File: config.mk
export PLATFORM = sky130hd
export DESIGN_NAME = alu_block
export DESIGN_NICKNAME = d
export VERILOG_FILES = /design/src/alu_pkg.sv /design/src/alu_ctl_if.sv /design/src/alu_block.sv /design/src/alu_core.sv /design/src/flags_reg.sv /design/src/reg_file.sv
export VERILOG_INCLUDE_DIRS = /design/src
export SDC_FILE = /design/constraint.sdc
export NUM_CORES = 1
export LEC_CHECK = 0
export ABC_AREA = 1
export BUFFER_PORTS_ARGS = -buffer_cell sky130_fd_sc_hd__buf_2
export CAP_MARGIN = 20
export CORE_ASPECT_RATIO = 1.75
export CORE_MARGIN = 8
export CORE_UTILIZATION = 55
export DETAILED_ROUTE_END_ITERATION = 16
export PLACE_DENSITY_LB_ADDON = 0.05
export SLEW_MARGIN = 20
export SYNTH_ARGS = -nofsm -noshare
export SYNTH_HDL_FRONTEND = slang
export SYNTH_HIERARCHICAL = 1
export SYNTH_SLANG_ARGS = --single-unit
File: constraint.sdc
create_clock -name clk -period 3 [get_ports clk]
set_clock_uncertainty 0.15 [all_clocks]
set_input_delay 0.15 -clock clk [delete_from_list [all_inputs] [get_ports clk]]
set_output_delay 0.15 -clock clk [all_outputs]
set_load 0.05 [all_outputs]
File: src/alu_cfg.svh
`ifndef ALU_CFG_SVH
`define ALU_CFG_SVH

// width of the main bus and of every register
`define DATA_W 8

// ----------------------------------------------
// bus source codes for outctl
// ----------------------------------------------
`define OUT_A         4'd0
`define OUT_B         4'd1
`define OUT_C         4'd2
`define OUT_D         4'd3
`define OUT_F         4'd4
`define OUT_ADDSUB    4'd5
`define OUT_ANDOR     4'd6
`define OUT_SHIFTSWAP 4'd7
`define OUT_XORNOT    4'd10
`define OUT_EXT       4'd15

// ----------------------------------------------
// destination codes for loadctl
// ----------------------------------------------
`define LOAD_A 4'd0
`define LOAD_B 4'd1
`define LOAD_C 4'd2
`define LOAD_D 4'd3
`define LOAD_F 4'd7

// right operand forced to zero, codes 4, 5 and 7 do the same
`define ARG_R_ZERO 3'd6

`endif

File: src/alu_pkg.sv
`default_nettype none

`include "alu_cfg.svh"

package alu_pkg;

    // one word on the main bus
    typedef logic [`DATA_W-1:0] data_t;

    // flags word, bit 0 is C, bit 1 is V, bit 2 is Z and bit 3 is N
    typedef logic [3:0] flags_t;

    // ----------------------------------------------
    // microcode select fields
    // ----------------------------------------------

    // output and load select codes
    typedef logic [3:0] sel_t;

    // left operand picks one of A to D
    typedef logic [1:0] argl_t;

    // right operand picks one of A to D or zero
    typedef logic [2:0] argr_t;

endpackage

`default_nettype wire

File: src/alu_ctl_if.sv
`timescale 1ns/1ps
`default_nettype none

interface alu_ctl_if;
    import alu_pkg::*;

    sel_t  outctl;
    sel_t  loadctl;
    argl_t arg_l;
    argr_t arg_r;
    logic  alt;
    logic  calc;

    // external carry request, handed to the flags block by the top
    logic  cin;

    // register file needs the destination and both operand selects
    modport regs (
        input loadctl,
        input arg_l,
        input arg_r
    );

    // alt picks the second function of each unit
    modport alu (
        input alt,
        input outctl
    );

    modport flags (
        input loadctl,
        input calc
    );

endinterface

`default_nettype wire

File: src/alu_block.sv
`timescale 1ns/1ps
`default_nettype none

`include "alu_cfg.svh"

module alu_block (
    input  logic            clk,
    input  logic            reset,
    input  alu_pkg::sel_t   outctl,
    input  alu_pkg::sel_t   loadctl,
    input  alu_pkg::argl_t  arg_l,
    input  alu_pkg::argr_t  arg_r,
    input  logic            alt,
    input  logic            calc,
    input  logic            cin,
    input  alu_pkg::data_t  ext_data,
    output alu_pkg::data_t  bus_out,
    output alu_pkg::flags_t fout
);
    import alu_pkg::*;

    data_t  main_bus;
    data_t  left;
    data_t  right;
    data_t  reg_a;
    data_t  reg_b;
    data_t  reg_c;
    data_t  reg_d;
    data_t  alu_bus;
    flags_t flags;
    logic   cout;
    logic   vout;
    logic   carry_in;

    // ----------------------------------------------
    // microcode fields onto the control interface
    // ----------------------------------------------
    alu_ctl_if ctl ();

    assign ctl.outctl  = outctl;
    assign ctl.loadctl = loadctl;
    assign ctl.arg_l   = arg_l;
    assign ctl.arg_r   = arg_r;
    assign ctl.alt     = alt;
    assign ctl.calc    = calc;
    assign ctl.cin     = cin;

    reg_file i_regs (
        .clk   (clk),
        .reset (reset),
        .ctl   (ctl.regs),
        .bus   (main_bus),
        .left  (left),
        .right (right),
        .reg_a (reg_a),
        .reg_b (reg_b),
        .reg_c (reg_c),
        .reg_d (reg_d)
    );

    alu_core i_alu (
        .ctl      (ctl.alu),
        .left     (left),
        .right    (right),
        .carry_in (carry_in),
        .result   (alu_bus),
        .cout     (cout),
        .vout     (vout)
    );

    flags_reg i_flags (
        .clk      (clk),
        .reset    (reset),
        .ctl      (ctl.flags),
        .bus      (main_bus),
        .cout     (cout),
        .vout     (vout),
        .cin_ext  (ctl.cin),
        .flags    (flags),
        .carry_in (carry_in)
    );

    // ----------------------------------------------
    // main bus source mux
    // ----------------------------------------------
    always_comb begin
        case (ctl.outctl)
            `OUT_A:         main_bus = reg_a;
            `OUT_B:         main_bus = reg_b;
            `OUT_C:         main_bus = reg_c;
            `OUT_D:         main_bus = reg_d;
            `OUT_F:         main_bus = data_t'(flags);
            `OUT_ADDSUB,
            `OUT_ANDOR,
            `OUT_SHIFTSWAP,
            `OUT_XORNOT:    main_bus = alu_bus;
            `OUT_EXT:       main_bus = ext_data;
            default:        main_bus = '0;
        endcase
    end

    assign bus_out = main_bus;
    assign fout    = flags;

endmodule

`default_nettype wire

File: src/alu_core.sv
`timescale 1ns/1ps
`default_nettype none

`include "alu_cfg.svh"

module alu_core (
    alu_ctl_if.alu         ctl,
    input  alu_pkg::data_t left,
    input  alu_pkg::data_t right,
    input  logic           carry_in,
    output alu_pkg::data_t result,
    output logic           cout,
    output logic           vout
);
    import alu_pkg::*;

    data_t            addend;
    logic [`DATA_W:0] sum;
    data_t            addsub_y;
    data_t            andor_y;
    data_t            xornot_y;
    data_t            shiftswap_y;
    logic             shift_cout;

    // ----------------------------------------------
    // add/subtract
    // ----------------------------------------------

    // subtract adds the inverted right operand, so the carry is a not-borrow
    assign addend   = ctl.alt ? ~right : right;
    assign sum      = {1'b0, left} + {1'b0, addend} + {{`DATA_W{1'b0}}, carry_in};
    assign addsub_y = sum[`DATA_W-1:0];

    // signed overflow when both inputs agree in sign and the sum does not
    assign vout = (left[`DATA_W-1] == addend[`DATA_W-1]) &&
                  (addsub_y[`DATA_W-1] != left[`DATA_W-1]);

    // ----------------------------------------------
    // logic units
    // ----------------------------------------------
    assign andor_y  = ctl.alt ? (left | right) : (left & right);
    assign xornot_y = ctl.alt ? ~left : (left ^ right);

    // rotate through carry on the left, or swap the two nibbles
    always_comb begin
        if (ctl.alt) begin
            shiftswap_y = {left[`DATA_W/2-1:0], left[`DATA_W-1:`DATA_W/2]};
            shift_cout  = 1'b0;
        end else begin
            shiftswap_y = {left[`DATA_W-2:0], carry_in};
            shift_cout  = left[`DATA_W-1];
        end
    end

    // carry follows whichever unit drives the bus
    assign cout = (ctl.outctl == `OUT_SHIFTSWAP) ? shift_cout : sum[`DATA_W];

    always_comb begin
        case (ctl.outctl)
            `OUT_ADDSUB:    result = addsub_y;
            `OUT_ANDOR:     result = andor_y;
            `OUT_XORNOT:    result = xornot_y;
            `OUT_SHIFTSWAP: result = shiftswap_y;
            default:        result = '0;
        endcase
    end

endmodule

`default_nettype wire

File: src/flags_reg.sv
`timescale 1ns/1ps
`default_nettype none

`include "alu_cfg.svh"

module flags_reg (
    input  logic            clk,
    input  logic            reset,
    alu_ctl_if.flags        ctl,
    input  alu_pkg::data_t  bus,
    input  logic            cout,
    input  logic            vout,
    input  logic            cin_ext,
    output alu_pkg::flags_t flags,
    output logic            carry_in
);
    import alu_pkg::*;

    logic bus_zero;

    assign bus_zero = (bus == '0);

    // a direct load from the bus takes priority over a calc strobe
    always_ff @(posedge clk) begin
        if (reset) begin
            flags <= '0;
        end else if (ctl.loadctl == `LOAD_F) begin
            flags <= flags_t'(bus);
        end else if (ctl.calc) begin
            flags <= {bus[`DATA_W-1], bus_zero, vout, cout};
        end
    end

    // external carry forces a one, otherwise the stored C flag chains
    assign carry_in = cin_ext ? 1'b1 : flags[0];

endmodule

`default_nettype wire

File: src/reg_file.sv
`timescale 1ns/1ps
`default_nettype none

`include "alu_cfg.svh"

module reg_file (
    input  logic           clk,
    input  logic           reset,
    alu_ctl_if.regs        ctl,
    input  alu_pkg::data_t bus,
    output alu_pkg::data_t left,
    output alu_pkg::data_t right,
    output alu_pkg::data_t reg_a,
    output alu_pkg::data_t reg_b,
    output alu_pkg::data_t reg_c,
    output alu_pkg::data_t reg_d
);
    import alu_pkg::*;

    // ----------------------------------------------
    // general registers, loaded from the main bus
    // ----------------------------------------------
    always_ff @(posedge clk) begin
        if (reset) begin
            reg_a <= '0;
            reg_b <= '0;
            reg_c <= '0;
            reg_d <= '0;
        end else begin
            case (ctl.loadctl)
                `LOAD_A: reg_a <= bus;
                `LOAD_B: reg_b <= bus;
                `LOAD_C: reg_c <= bus;
                `LOAD_D: reg_d <= bus;
                default: ;
            endcase
        end
    end

    // ----------------------------------------------
    // operand selection for the ALU
    // ----------------------------------------------
    always_comb begin
        case (ctl.arg_l)
            2'd0:    left = reg_a;
            2'd1:    left = reg_b;
            2'd2:    left = reg_c;
            default: left = reg_d;
        endcase
    end

    // the upper codes give a zero operand for increments and compares
    always_comb begin
        case (ctl.arg_r)
            3'd0:        right = reg_a;
            3'd1:        right = reg_b;
            3'd2:        right = reg_c;
            3'd3:        right = reg_d;
            `ARG_R_ZERO: right = '0;
            default:     right = '0;
        endcase
    end

endmodule

`default_nettype wire

# After elaboration in Yosys (flattened, before gate mapping)
# Index checks and enable logic that the tools add are counted.
# word_totals
ff_bits,36
output_inout_bits,12
inputBits,26
wordCells,53
# op_classes
n_addsub,2
reduce_logical,8
eq_ne,20
muxes,13
bitwise_logic,5
# op_table
operator,n
$pmux W8 S4,2
$pmux W8 S7,1
$mux W8,4
$pmux W8 S3,1
$eq A4 B3 Y1 const B,5
$eq A4 B2 Y1 const B,4
$not A8 Y8,2
$add A8 B8 Y9,1
$add A9 B1 Y9,1
$and A8 B8 Y8,1
$eq A4 B1 Y1 const B,2
$eq A4 B4 Y1 const B,2
$logic_not A4 Y1,2
$logic_not A8 Y1,1
$mux W4,2
$or A8 B8 Y8,1
$xor A8 B8 Y8,1
$eq A3 B2 Y1 const B,2
$reduce_or A4 Y1,1
$eq A3 B1 Y1 const B,1
$logic_not A3 Y1,1
$mux W1,3
$eq A2 B1 Y1 const B,1
$eq A2 B2 Y1 const B,1
other kinds (5),5

# Depth between registers and ports, before layout
# Gate-level depths: netlist of run 1.
# depth
depth_word,11
mapped_depth,27
ltp_nobuf,26

# Modules after synthesis
# The synthesis of run 1 kept the hierarchy.
# by_module_without_submodules
mod,cells_per_inst,instances,seq_area_each_um2,area_per_inst_um2
reg_file,327,1,640.6,1973.1
alu_core,200,1,0.0,1214.9
alu_block,129,1,0.0,551.8
flags_reg,51,1,80.1,296.5

# Least setup slack after synthesis of run 1
# Ideal clock, no wire load.
# synth_timing
kind,in2reg
start,input arg_r[0]
end,register i_flags.flags[2]
cell_stages,24
path_buffers,1
setup_time_ps,64
slack_ps,-244
t_arrival_ps,3030
required_time_ps,2786
cell_sequence,buf_4 > clkinv_1 > nand3_2 > nor2_1 > nor2_1 > nand2_1 > xnor2_1 > fa_1 > inv_1 > fa_1 > or2_2 > nand3_1 > o2111ai_1 > inv_1 > nor2_1 > nor2_1 > nand2_1 > inv_1 > nand2_1 > nor2_1 > nand2_1 > nor2_1 > nor2_1 > nor2_1
# synth_between
elab_chain_cells,11
elab_cells_between_ends,19
cone_classes,add/sub: 2; eq/ne: 3; mux: 8; bitwise: 4; reduce/logical: 2
# synth_rtl
item,line_no,source
"start, declared",alu_block.sv:12,"input alu_pkg::argr_t arg_r,"
"$eq A3 B2 Y1, or another cell as far along",reg_file.sv:54,case (ctl.arg_r)
$pmux W8 S4 *,reg_file.sv:54,
via right[0],alu_block.sv:24,data_t right;
$not A8 Y8,alu_core.sv:30,assign addend = ctl.alt ? ~right : right;
$mux W8 *,alu_core.sv:30,
$add A8 B8 Y9 *,alu_core.sv:31,"assign sum = {1'b0, left} + {1'b0, addend} + {{`DATA_W{1'b0}}, carry_in};"
$add A9 B1 Y9 *,alu_core.sv:31,
$pmux W8 S4 *,alu_core.sv:59,case (ctl.outctl)
via alu_bus[2],alu_block.sv:29,data_t alu_bus;
$pmux W8 S7 *,alu_block.sv:87,case (ctl.outctl)
via bus_out[2],alu_block.sv:17,"output alu_pkg::data_t bus_out,"
$logic_not A8 Y1,flags_reg.sv:21,assign bus_zero = (bus == '0);
$mux W4,flags_reg.sv:29,end else if (ctl.calc) begin
$mux W4 *,flags_reg.sv:27,end else if (ctl.loadctl == `LOAD_F) begin
"end signal, assigned",flags_reg.sv:28,flags <= flags_t'(bus);
"end signal, assigned",flags_reg.sv:30,"flags <= {bus[`DATA_W-1], bus_zero, vout, cout};"
"end, declared",flags_reg.sv:14,"output alu_pkg::flags_t flags,"
# The timed path passes the listed nets; every way through them passes the cells marked *. The select of a mux whose other input is x is not followed.
# A chain may end at the register's enable or synchronous reset.

# Final worst setup path of run 1
# layout_timing
start,register i_regs.reg_d[0]
end,output bus_out[1]
# layout_between
elab_chain_cells,7
elab_cells_between_ends,9
cone_classes,add/sub: 2; mux: 6; bitwise: 1
# layout_rtl
item,line_no,source
"start, declared",reg_file.sv:16,output alu_pkg::data_t reg_d
"start signal, assigned",reg_file.sv:34,`LOAD_D: reg_d <= bus;
$pmux W8 S4 *,reg_file.sv:54,
via right[0],alu_block.sv:24,
$not A8 Y8,alu_core.sv:30,
$mux W8 *,alu_core.sv:30,
$add A8 B8 Y9 *,alu_core.sv:31,
$add A9 B1 Y9 *,alu_core.sv:31,
$pmux W8 S4 *,alu_core.sv:59,
via alu_bus[1],alu_block.sv:29,
$pmux W8 S7 *,alu_block.sv:87,
"end, declared",alu_block.sv:17,
# The timed path passes the listed nets; every way through them passes the cells marked *.

==> metrics, run 1 <==
status=finished, violations left; violations in the final reports=negative setup slack; first-pass GRT wire length=about 21000 µm; synth warn=6; RSZ-0062 raised after global routing=true; DP HPWL=~11000 µm; minimum clock period=3.09 ns; core region area=around 7200 µm²; Slew HR=36.9%; Hold Crit Depth=4; Std-Cell Rows=41; most instantiated cells after synthesis=nand2_1, nor2_1, nand3_1; Pleak=~2.5 nW; die height=around 130 µm; CTS root buf=clkbuf_16; Worst R2R Path Depth=19; Slowest cell on crit path=fa_2; metal3 WL=between 400 and 500 µm; post-synthesis mux area share=0%; final setup margin=-0.0867 ns; Synth area leader=nand2_1; synthesized cell area=4040 µm²; Fin. Hold Viols=0; clock sinks=36; Fillers=about 690; top sig layer=met4; routed wire length=between 10000 and 15000 µm; Post-synth top flop=dfxtp_1; GRT Util Overall=about 26%; Synth top area share=around 18%; M1 WL=roughly 5000 µm; worst-skew pair later-pin latency=roughly 0.28 ns; Post-Synth Adder-Cell Area=~8.1%; layout cell share with drive strength beyond 1=a little under a quarter; Min-Delay Path Class=input pin to register; reg2reg start=i_regs/reg_d[0]; Critical Path Start Type=register; clock-pin slew of the registers on the worst-case setup and hold paths=0.06 ns; Required @ worst endpoint=roughly 2.7 ns; Clock Path Buffers=2; Synth Area in Simple Gates=roughly half; Max Clk Rate=324 MHz; Setup WS pre-CTS=-0.0934 ns; Inserted Clock Buffers=5; Via density=about 5.4; die area=roughly 10000 µm²; Max VDD drop=around 400 µV; Post-synth EDFFs=0; post-synthesis cell count=between 700 and 800; Max-Cap Viols=0; Worst EP arrival=2.79 ns; Seq/Total Area, Yosys=between 15 and 20%; cell area power density=approximately 320 nW/µm²; initial antenna violation count=0; Pre-antenna DRT Iters=5; met2 wire len=~7400 µm; Net Count, Synth=about 760; Cell variety after synth=33; number of global-route vias before repair=roughly 4400; I/O pin count=38; R2R setup slack=-0.03 ns; WHS Endpoint=i_regs/reg_c[7]; combinational family with the most area after synthesis=simple AND/OR/NAND/NOR gates; I/O Buffers=37; synthesized area per cell=~5.7 µm²; RePlAce Congestion=around 1; total power=around 0.0016 W; #FFs+latches synth=36; DRC=0; most instantiated library cell after synthesis=nand2_1; Top delay family on crit path=adder cells; drt first-iter violations=between 200 and 300; Reg-to-Reg End=i_regs/reg_b[1]; Crit. End Element=output port; TritonCTS clock tree=built; antenna viol nets, final=0; DR WL/cell=approximately 15 µm; crit path buf inv count=4; ANT cells=0; endpoints failing setup=6; Starting Density=between 50% and 60%; FFs w/ async S/R, synth=0%; H-tree lvl count=2; Nets=835; main area contributors after synthesis=nand2_1, dfxtp_1, nand3_1, nor2_1, inv_1; largest fanout on the critical path=4; DR vias=4710; Slew Viols, Final=0; post-synthesis xor/xnor area fraction=1.95%; crit-path cells=inv_2 > nor2_1 > nor2_1 > nand2_1 > xnor2_2 > fa_2 > inv_2 > fa_2 > nand2_2 > o2111ai_1 > inv_1 > nor2_1 > nor2_1 > nand2_2 > buf_8; largest net degree at the start of global routing=between 50 and 60; total grt overflow=0; Period Utilization, post-route=103%; CP peak stage delay=around 0.44 ns; area delta synth->final=22.4%; Synth Area in Compound Gates=under 10%; Slew @ Worst Pin=0.946 ns; hold path startpoint=loadctl[2]; Setup CP Type=register to output port; DIE WIDTH=approximately 81 µm; most used cell, CP=nor2_1
## report_power, final
group / leakage [nW] / internal [W] / switching [W] / total, W
clock network: 0.0808 / 0.000390 / 0.000190 / 0.000581
registers: 0.298 / 0.000497 / 0.0000198 / 0.000517
logic: 2.11 / 0.000175 / 0.000309 / 0.000484
total: 2.49 / 0.00106 / 0.000519 / 0.00158
## worst max path at each step
stage | start | endpoint | slack (ns) | cells past startpoint
floorplan | arg_r[0] | i_flags/flags[2] | 0.004 | 24
global placement | arg_r[1] | i_flags/flags[2] | -0.005 | 24
detailed placement | arg_r[1] | i_flags/flags[2] | -0.09 | 24
CTS | i_regs/reg_c[0] | bus_out[1] | -0.07 | 15
global route | i_regs/reg_d[0] | i_regs/reg_a[1] | -0.19 | 19
finish | i_regs/reg_d[0] | bus_out[1] | -0.09 | 15
## layout make-up
| type | instances | area [µm²] | share of cell area [%] |
|---|---|---|---|
| clock buffers | 6 | 129 | 2.61 |
| clock inverters | 2 | 35.0 | 0.709 |
| inverters | 103 | 393 | 7.95 |
| multi-input cells | 545 | 2860 | 57.8 |
| flip-flops and latches | 36 | 734 | 14.9 |
| well taps | 86 | 108 | 2.18 |
| repair buffers | 93 | 687 | 13.9 |
## worst register-to-register path, stage by stage (launching register included)
cell and delay (ns):
dfxtp_2 0.33, inv_2 0.04, nor2_1 0.03, nor2_1 0.12, nand2_1 0.12, xnor2_2 0.16, fa_2 0.34, inv_2 0.08
fa_2 0.44, nand2_2 0.09, o2111ai_1 0.10, inv_1 0.08, nor2_1 0.04, nor2_1 0.18, nand2_2 0.16, buf_4 0.18
inv_2 0.07, nand3_1 0.08, nand2_1 0.09, nor2_1 0.05
## logic make-up (layout without fill, tap and decap cells)
group,count (synthesis),in the layout
simple gates,451,451
buf+inv,126,204
flops,36,36
xor+xnor,9,9
compound gates,60,60
fa+ha+maj,25,25
## per-stage QoR
step | cells | area, µm² | utilization [%] | setup TNS [ns] | hold slack, ns
detailed placement | 851 | 4510 | 62.8 | -0.311 | 0.237
global placement | 851 | 4510 | 62.8 | -0.00497 | 0.237
CTS | 868 | 4840 | 67.4 | -0.179 | 0.109
global route | 871 | 4940 | 68.8 | -2.08 | 0.136
finish | 871 | 4940 | 68.8 | -0.198 | 0.114
floorplan | 707 | 4060 | - | 0 | 0.0724
## metal layers
| metal | vias up | track usage (%) |
|---|---|---|
| li1 | 2385 | - |
| met1 | 2161 | 26.0 |
| met2 | 129 | 48.8 |
| met3 | 35 | 1.39 |
| met4 | 0 | 16.9 |
| met5 | - | 0 |
## cells in the final DEF (no fill, tap or decap), types with 6 or more instances in the layout
master and n:
a21oi_1 21, a21oi_2 10, buf_2 30, buf_4 53
dfxtp_1 25, dfxtp_2 11, ha_1 23, inv_1 88
inv_2 13, nand2_1 188, nand2_2 8, nand3_1 104
nand3_2 7, nand4_1 9, nor2_1 111, nor2_2 6
nor2_4 7, o211ai_1 6, o21ai_0 16, xor2_1 7
## what timing repair did
action / 4_1_cts / 5_1_grt
setup endpoints to repair: 8 / 30
pin swaps: 16 / 18
gates resized for setup: 33 / 32
hold buffers: 1 / 0
endpoints found under the hold margin: 3 / 0
buffers inserted: 8 / 3
Note: power is estimated with default switching activity, not from simulation.
==> run 2, diff against run 1 <==
- REMOVE_ABC_BUFFERS: unset -> 1
==> metrics, run 2 (synthesis gave the netlist of run 1 again) <==
total power=between 0.0015 and 0.002 W; clock-pin slew of the registers on the worst-case setup and hold paths=0.05 ns; final core utilization=between 70% and 80%; Fin. Hold Viols=0; core region area=approximately 7200 µm²; Setup CP Type=register to output port; top sig layer=met4; clock sinks=36; DRC=0; Slew @ Worst Pin=about 0.98 ns; area delta synth->final=28.7%; Worst EP arrival=roughly 2.8 ns; Multi-input gate area=~2900 µm²; Slew HR=between 30% and 40%; worst-skew pair later-pin latency=0.28 ns; Crit. End Element=output port; Max Clk Rate=around 320 MHz; DR WL/cell=~16 µm; Inserted Clock Buffers=5; initial antenna violation count=0; Nets=856; DIE WIDTH=a little over 80 µm; CTS root buf=clkbuf_16; metal3 WL=695 µm; number of global-route vias before repair=4569; antenna viol nets, final=0; reg2reg start=i_regs/reg_c[0]; I/O pin count=38; M1 WL=5080 µm; Hold Crit Depth=5; Std-Cell Rows=a little over 40; Clock Path Buffers=2; Reg-to-Reg End=i_regs/reg_a[2]; layout cell share with drive strength beyond 1=between 20% and 30%; routed wire length=around 14000 µm; Fillers=633; met2 wire len=about 7500 µm; WHS Endpoint=i_flags/flags[2]; Worst R2R Path Depth=21; hold path startpoint=calc; endpoints failing setup=12; Pleak=approximately 2.6 nW; GRT Util Overall=between 20% and 30%; H-tree lvl count=2; most frequent cells in the layout=nand2_1, nor2_1, nand3_1; violations in the final reports=negative setup slack; die area=roughly 10000 µm²; Required @ worst endpoint=2.70 ns; drt first-iter violations=~280; register area=738 µm²; Critical Path Start Type=register; minimum clock period=slightly above 3 ns; DR vias=4879; ANT cells=0; RePlAce Congestion=approximately 1; Via density=5.47; Pre-antenna DRT Iters=6; first-pass GRT wire length=roughly 22000 µm; Min-Delay Path Class=input pin to register; Starting Density=between 50% and 60%; I/O Buffers=37; Max-Cap Viols=0; TritonCTS clock tree=built; R2R setup slack=-0.06 ns; cell area power density=312 nW/µm²; Max VDD drop=between 500 and 600 µV; final setup margin=-0.0933 ns; largest net degree at the start of global routing=57; commonest non-fill, non-tap cell in the layout=nand2_1; Setup WS pre-CTS=-0.162 ns; Slew Viols, Final=0; largest fanout on the critical path=3; RSZ-0062 raised after global routing=true; die height=between 100 and 150 µm; DP HPWL=between 10000 and 15000 µm; Period Utilization, post-route=103%; status=finished, violations left; total grt overflow=0
==> run 2: per-layer routing <==
layer | vias to the layer above | global-route usage [%]
li1 | 2424 | -
met1 | 2202 | 27.7
met2 | 187 | 49.0
met3 | 66 | 3.81
met4 | 0 | 21.6
met5 | - | 0
==> run 2: where the power goes <==
part | switching, W | internal (W)
combinational | 0.000326 | 0.000199
clock | 0.000190 | 0.000390
sequential | 0.0000189 | 0.000496
total | 0.000534 | 0.00109
==> run 2: area by class of cell <==
class	instances	share of cell area (%)
inverter	103	7.64
clock inverter	2	0.675
tap	86	2.07
clock buffer	6	2.48
timing repair buffer	114	17.2
sequential	36	14.2
multi-input combinational	545	55.7
==> run 2: per-stage QoR <==
stage          cell area (µm²)  hold WS (ns)  cells  setup TNS [ns]
6_report                  5190         0.126    892          -0.634
5_1_grt                   5190         0.170    892           -4.74
4_1_cts                   5010         0.111    887          -0.614
3_5_place_dp              4670         0.240    872           -1.86
3_3_place_gp              4670         0.240    872          -0.831
2_1_floorplan             3840        0.0724    684           -3.14
==> run 2: critical path, stage by stage, from the launching register on <==
cell     delay (ns)
dfxtp_4        0.36
inv_2          0.04
nor2_1         0.03
nor2_1         0.10
nand2_2        0.09
xnor2_2        0.15
fa_2           0.26
inv_2          0.05
fa_2           0.34
nand2_2        0.10
nand2_4        0.05
buf_4          0.14
nand2_2        0.05
nand2_1        0.05
nand3_1        0.06
nand4_1        0.09
nand3_1        0.10
nand2_1        0.05
inv_1          0.06
nand2_2        0.06
buf_6          0.14
buf_8          0.14
==> run 2: worst max path at each step <==
stage	from	end	slack, ns	cells past startpoint
floorplan	arg_r[1]	i_regs/reg_a[2]	-0.25	20
global placement	arg_r[1]	i_flags/flags[2]	-0.12	22
detailed placement	arg_r[1]	i_regs/reg_c[6]	-0.16	25
CTS	i_regs/reg_c[0]	bus_out[1]	-0.15	16
global route	i_regs/reg_b[0]	bus_out[6]	-0.29	20
finish	i_regs/reg_c[0]	bus_out[4]	-0.09	21
==> run 2: what timing repair did <==
action,in CTS,in global routing
gates resized for setup,41,52
endpoints found under the setup margin,20,39
setup buffers,6,5
pin swaps,16,26
hold endpoints to repair,3,0
hold buffers,1,0
==> run 3, diff against run 2 <==
- ABC_AREA: 1 -> unset
==> metrics, run 3 <==
status=finished, violations left; violations in the final reports=negative setup slack; final instance area=approximately 5200 µm²; Required @ worst endpoint=roughly 2.7 ns; Slew HR=44.0%; Synth top area share=about a fifth; routed wire length=between 10000 and 15000 µm; fin cells=628; most frequent cells in the layout=buf_4, mux2i_1, nand2b_1; initial antenna violation count=0; Cell variety after synth=between 50 and 60; Pleak=2.49 nW; Switching Share=roughly 29%; Synth Area in Simple Gates=a little under a quarter; Synth area leader=dfxtp_1; largest net degree at the start of global routing=45; Via density=6.19; Pre-antenna DRT Iters=5; commonest non-fill, non-tap cell in the layout=buf_4; layout cell share with drive strength beyond 1=roughly 43%; DRC=0; total grt overflow=0; Post-synth EDFFs=0; post-synthesis cell count=422; DR vias=slightly below 4000; #FFs+latches synth=36; TritonCTS clock tree=built; worst-skew pair later-pin latency=0.29 ns; Min-Delay Path Class=input pin to register; main area contributors after synthesis=dfxtp_1, mux2i_1, ha_1, nand2b_1, mux4_2; Crit. End Element=output port; number of global-route vias before repair=3916; core region area=roughly 6700 µm²; I/O pin count=38; synth warn=6; combinational family with the most area after synthesis=multiplexers; final setup margin=-0.516 ns; Setup WS pre-CTS=-0.573 ns; most instantiated cells after synthesis=mux2i_1, nand2b_1, dfxtp_1; Area after DPL=roughly 4600 µm²; Max Clk Rate=284 MHz; Period Utilization, post-route=117%; I/O Buffers=37; cts hold-fix bufs=0; post-synthesis xor/xnor area fraction=3.05%; Inst Count DP=605; post-synthesis mux area share=23.5%; Int Power=between 0.0009 and 0.001 W; Nets=594; ANT cells=0; antenna viol nets, final=0; synthesized area per cell=between 8 and 9 µm²; power share of the combinational group=between 20 and 30%; Max-Cap Viols=0; Critical Path Start Type=register; RSZ-0062 raised after global routing=true; Slew Viols, Final=0; cell area power density=approximately 260 nW/µm²; clock-pin slew of the registers on the worst-case setup and hold paths=~0.05 ns; Clock Path Buffers=2; Worst EP arrival=between 3 and 4 ns; Setup CP Type=register to output port; Std-Cell Rows=40; Post-synth top flop=dfxtp_1; RePlAce Congestion=between 0.9 and 1; Max VDD drop=408 µV; FFs w/ async S/R, synth=0%; area delta synth->final=39.4%; clock sinks=36; die area=just under 10000 µm²; Post-Synth Adder-Cell Area=just under 9%; drt first-iter violations=roughly 210; Slew @ Worst Pin=~0.84 ns; Fin. Hold Viols=0; Synth Area in Compound Gates=between 10% and 20%; DR WL/cell=around 20 µm; die height=between 100 and 150 µm; Inserted Clock Buffers=5; H-tree lvl count=2; endpoints failing setup=36; DIE WIDTH=between 70 and 80 µm; TNS Setup=-8.04 ns; final core utilization=between 70% and 80%; switching power=0.000398 W; GRT Util Overall=around 25%; Clk pwr share=about two fifths; DP HPWL=roughly 9500 µm; CTS root buf=clkbuf_16; Seq/Total Area, Yosys=between 10% and 20%; power share of the sequential group=35.6%; synthesized cell area=3730 µm²; first-pass GRT wire length=19400 µm; minimum clock period=roughly 3.5 ns; Starting Density=around 56%; largest fanout on the critical path=4; most instantiated library cell after synthesis=mux2i_1
run 3: metal layers:
layer  part of all wire, %  up-vias  global-route usage [%]
met5                     0        -                       0
met4                   5.6        0                    16.1
met3                   4.8       50                    3.59
met2                    52      156                    44.1
met1                    38     1901                    26.7
li1                      -     1782                       -
run 3: final cells by class:
type,count,area [µm²]
sequential,36,737
clock buffer,6,139
clock inverter,2,10.0
fill,477,1500
inverter,24,92.6
tap,84,105
timing repair buffer,145,1130
multi-input combinational,331,2990
run 3: worst paths after layout:
check,startpoint,endpoint,slack (ns),cells past startpoint
max,i_regs/reg_d[0],bus_out[6],-0.52,13
min reg2reg,i_regs/reg_d[7],i_regs/reg_d[7],0.35,2
max reg2reg,i_regs/reg_d[0],i_flags/flags[2],-0.47,14
min,loadctl[2],i_regs/reg_c[1],0.13,3
run 3: cells by family after synthesis:
kind of cell | count (synthesis)
buffers and inverters | 55
muxes | 76
adders and majority gates | 25
AOI/OAI and AO/OA | 85
xor gates and xnor gates | 13
and+or+nand+nor | 132
DFF | 36
run 3: stage by stage:
| stage | hold WS [ns] | power (W) |
|---|---|---|
| after floorplan | 0.0721 | 0.000645 |
| after global routing | 0.148 | 0.00141 |
| after CTS | 0.107 | 0.00135 |
| after detailed placement | 0.339 | 0.000795 |
| final | 0.131 | 0.00137 |
| after global placement | 0.330 | 0.000791 |
run 3: repair_timing:
item,4_1_cts,5_1_grt
pin swaps,17,20
hold endpoints to repair,0,0
setup buffers,11,8
resized for setup,66,26
endpoints found under the setup margin,35,44
run 3: power by group through the flow:
stage | Sequential (W) | Clock, W | Combinational, W
floorplan | 0.000507 | 0 | 0.000138
CTS | 0.000488 | 0.000537 | 0.000328
detailed placement | 0.000498 | 0 | 0.000297
finish | 0.000487 | 0.000530 | 0.000351
global placement | 0.000498 | 0 | 0.000293
global route | 0.000488 | 0.000553 | 0.000370
run 3: worst max-delay path: stages, from the launching register on:
cell and delay [ns]:
dfxtp_2 0.33, mux4_2 0.52, inv_2 0.10, fa_2 0.22, inv_2 0.04, fa_2 0.37, a211oi_4 0.23, nor2_1 0.08
o21ai_1 0.15, a22o_1 0.18, o21ai_2 0.07, a221o_1 0.35, buf_6 0.13, buf_6 0.14
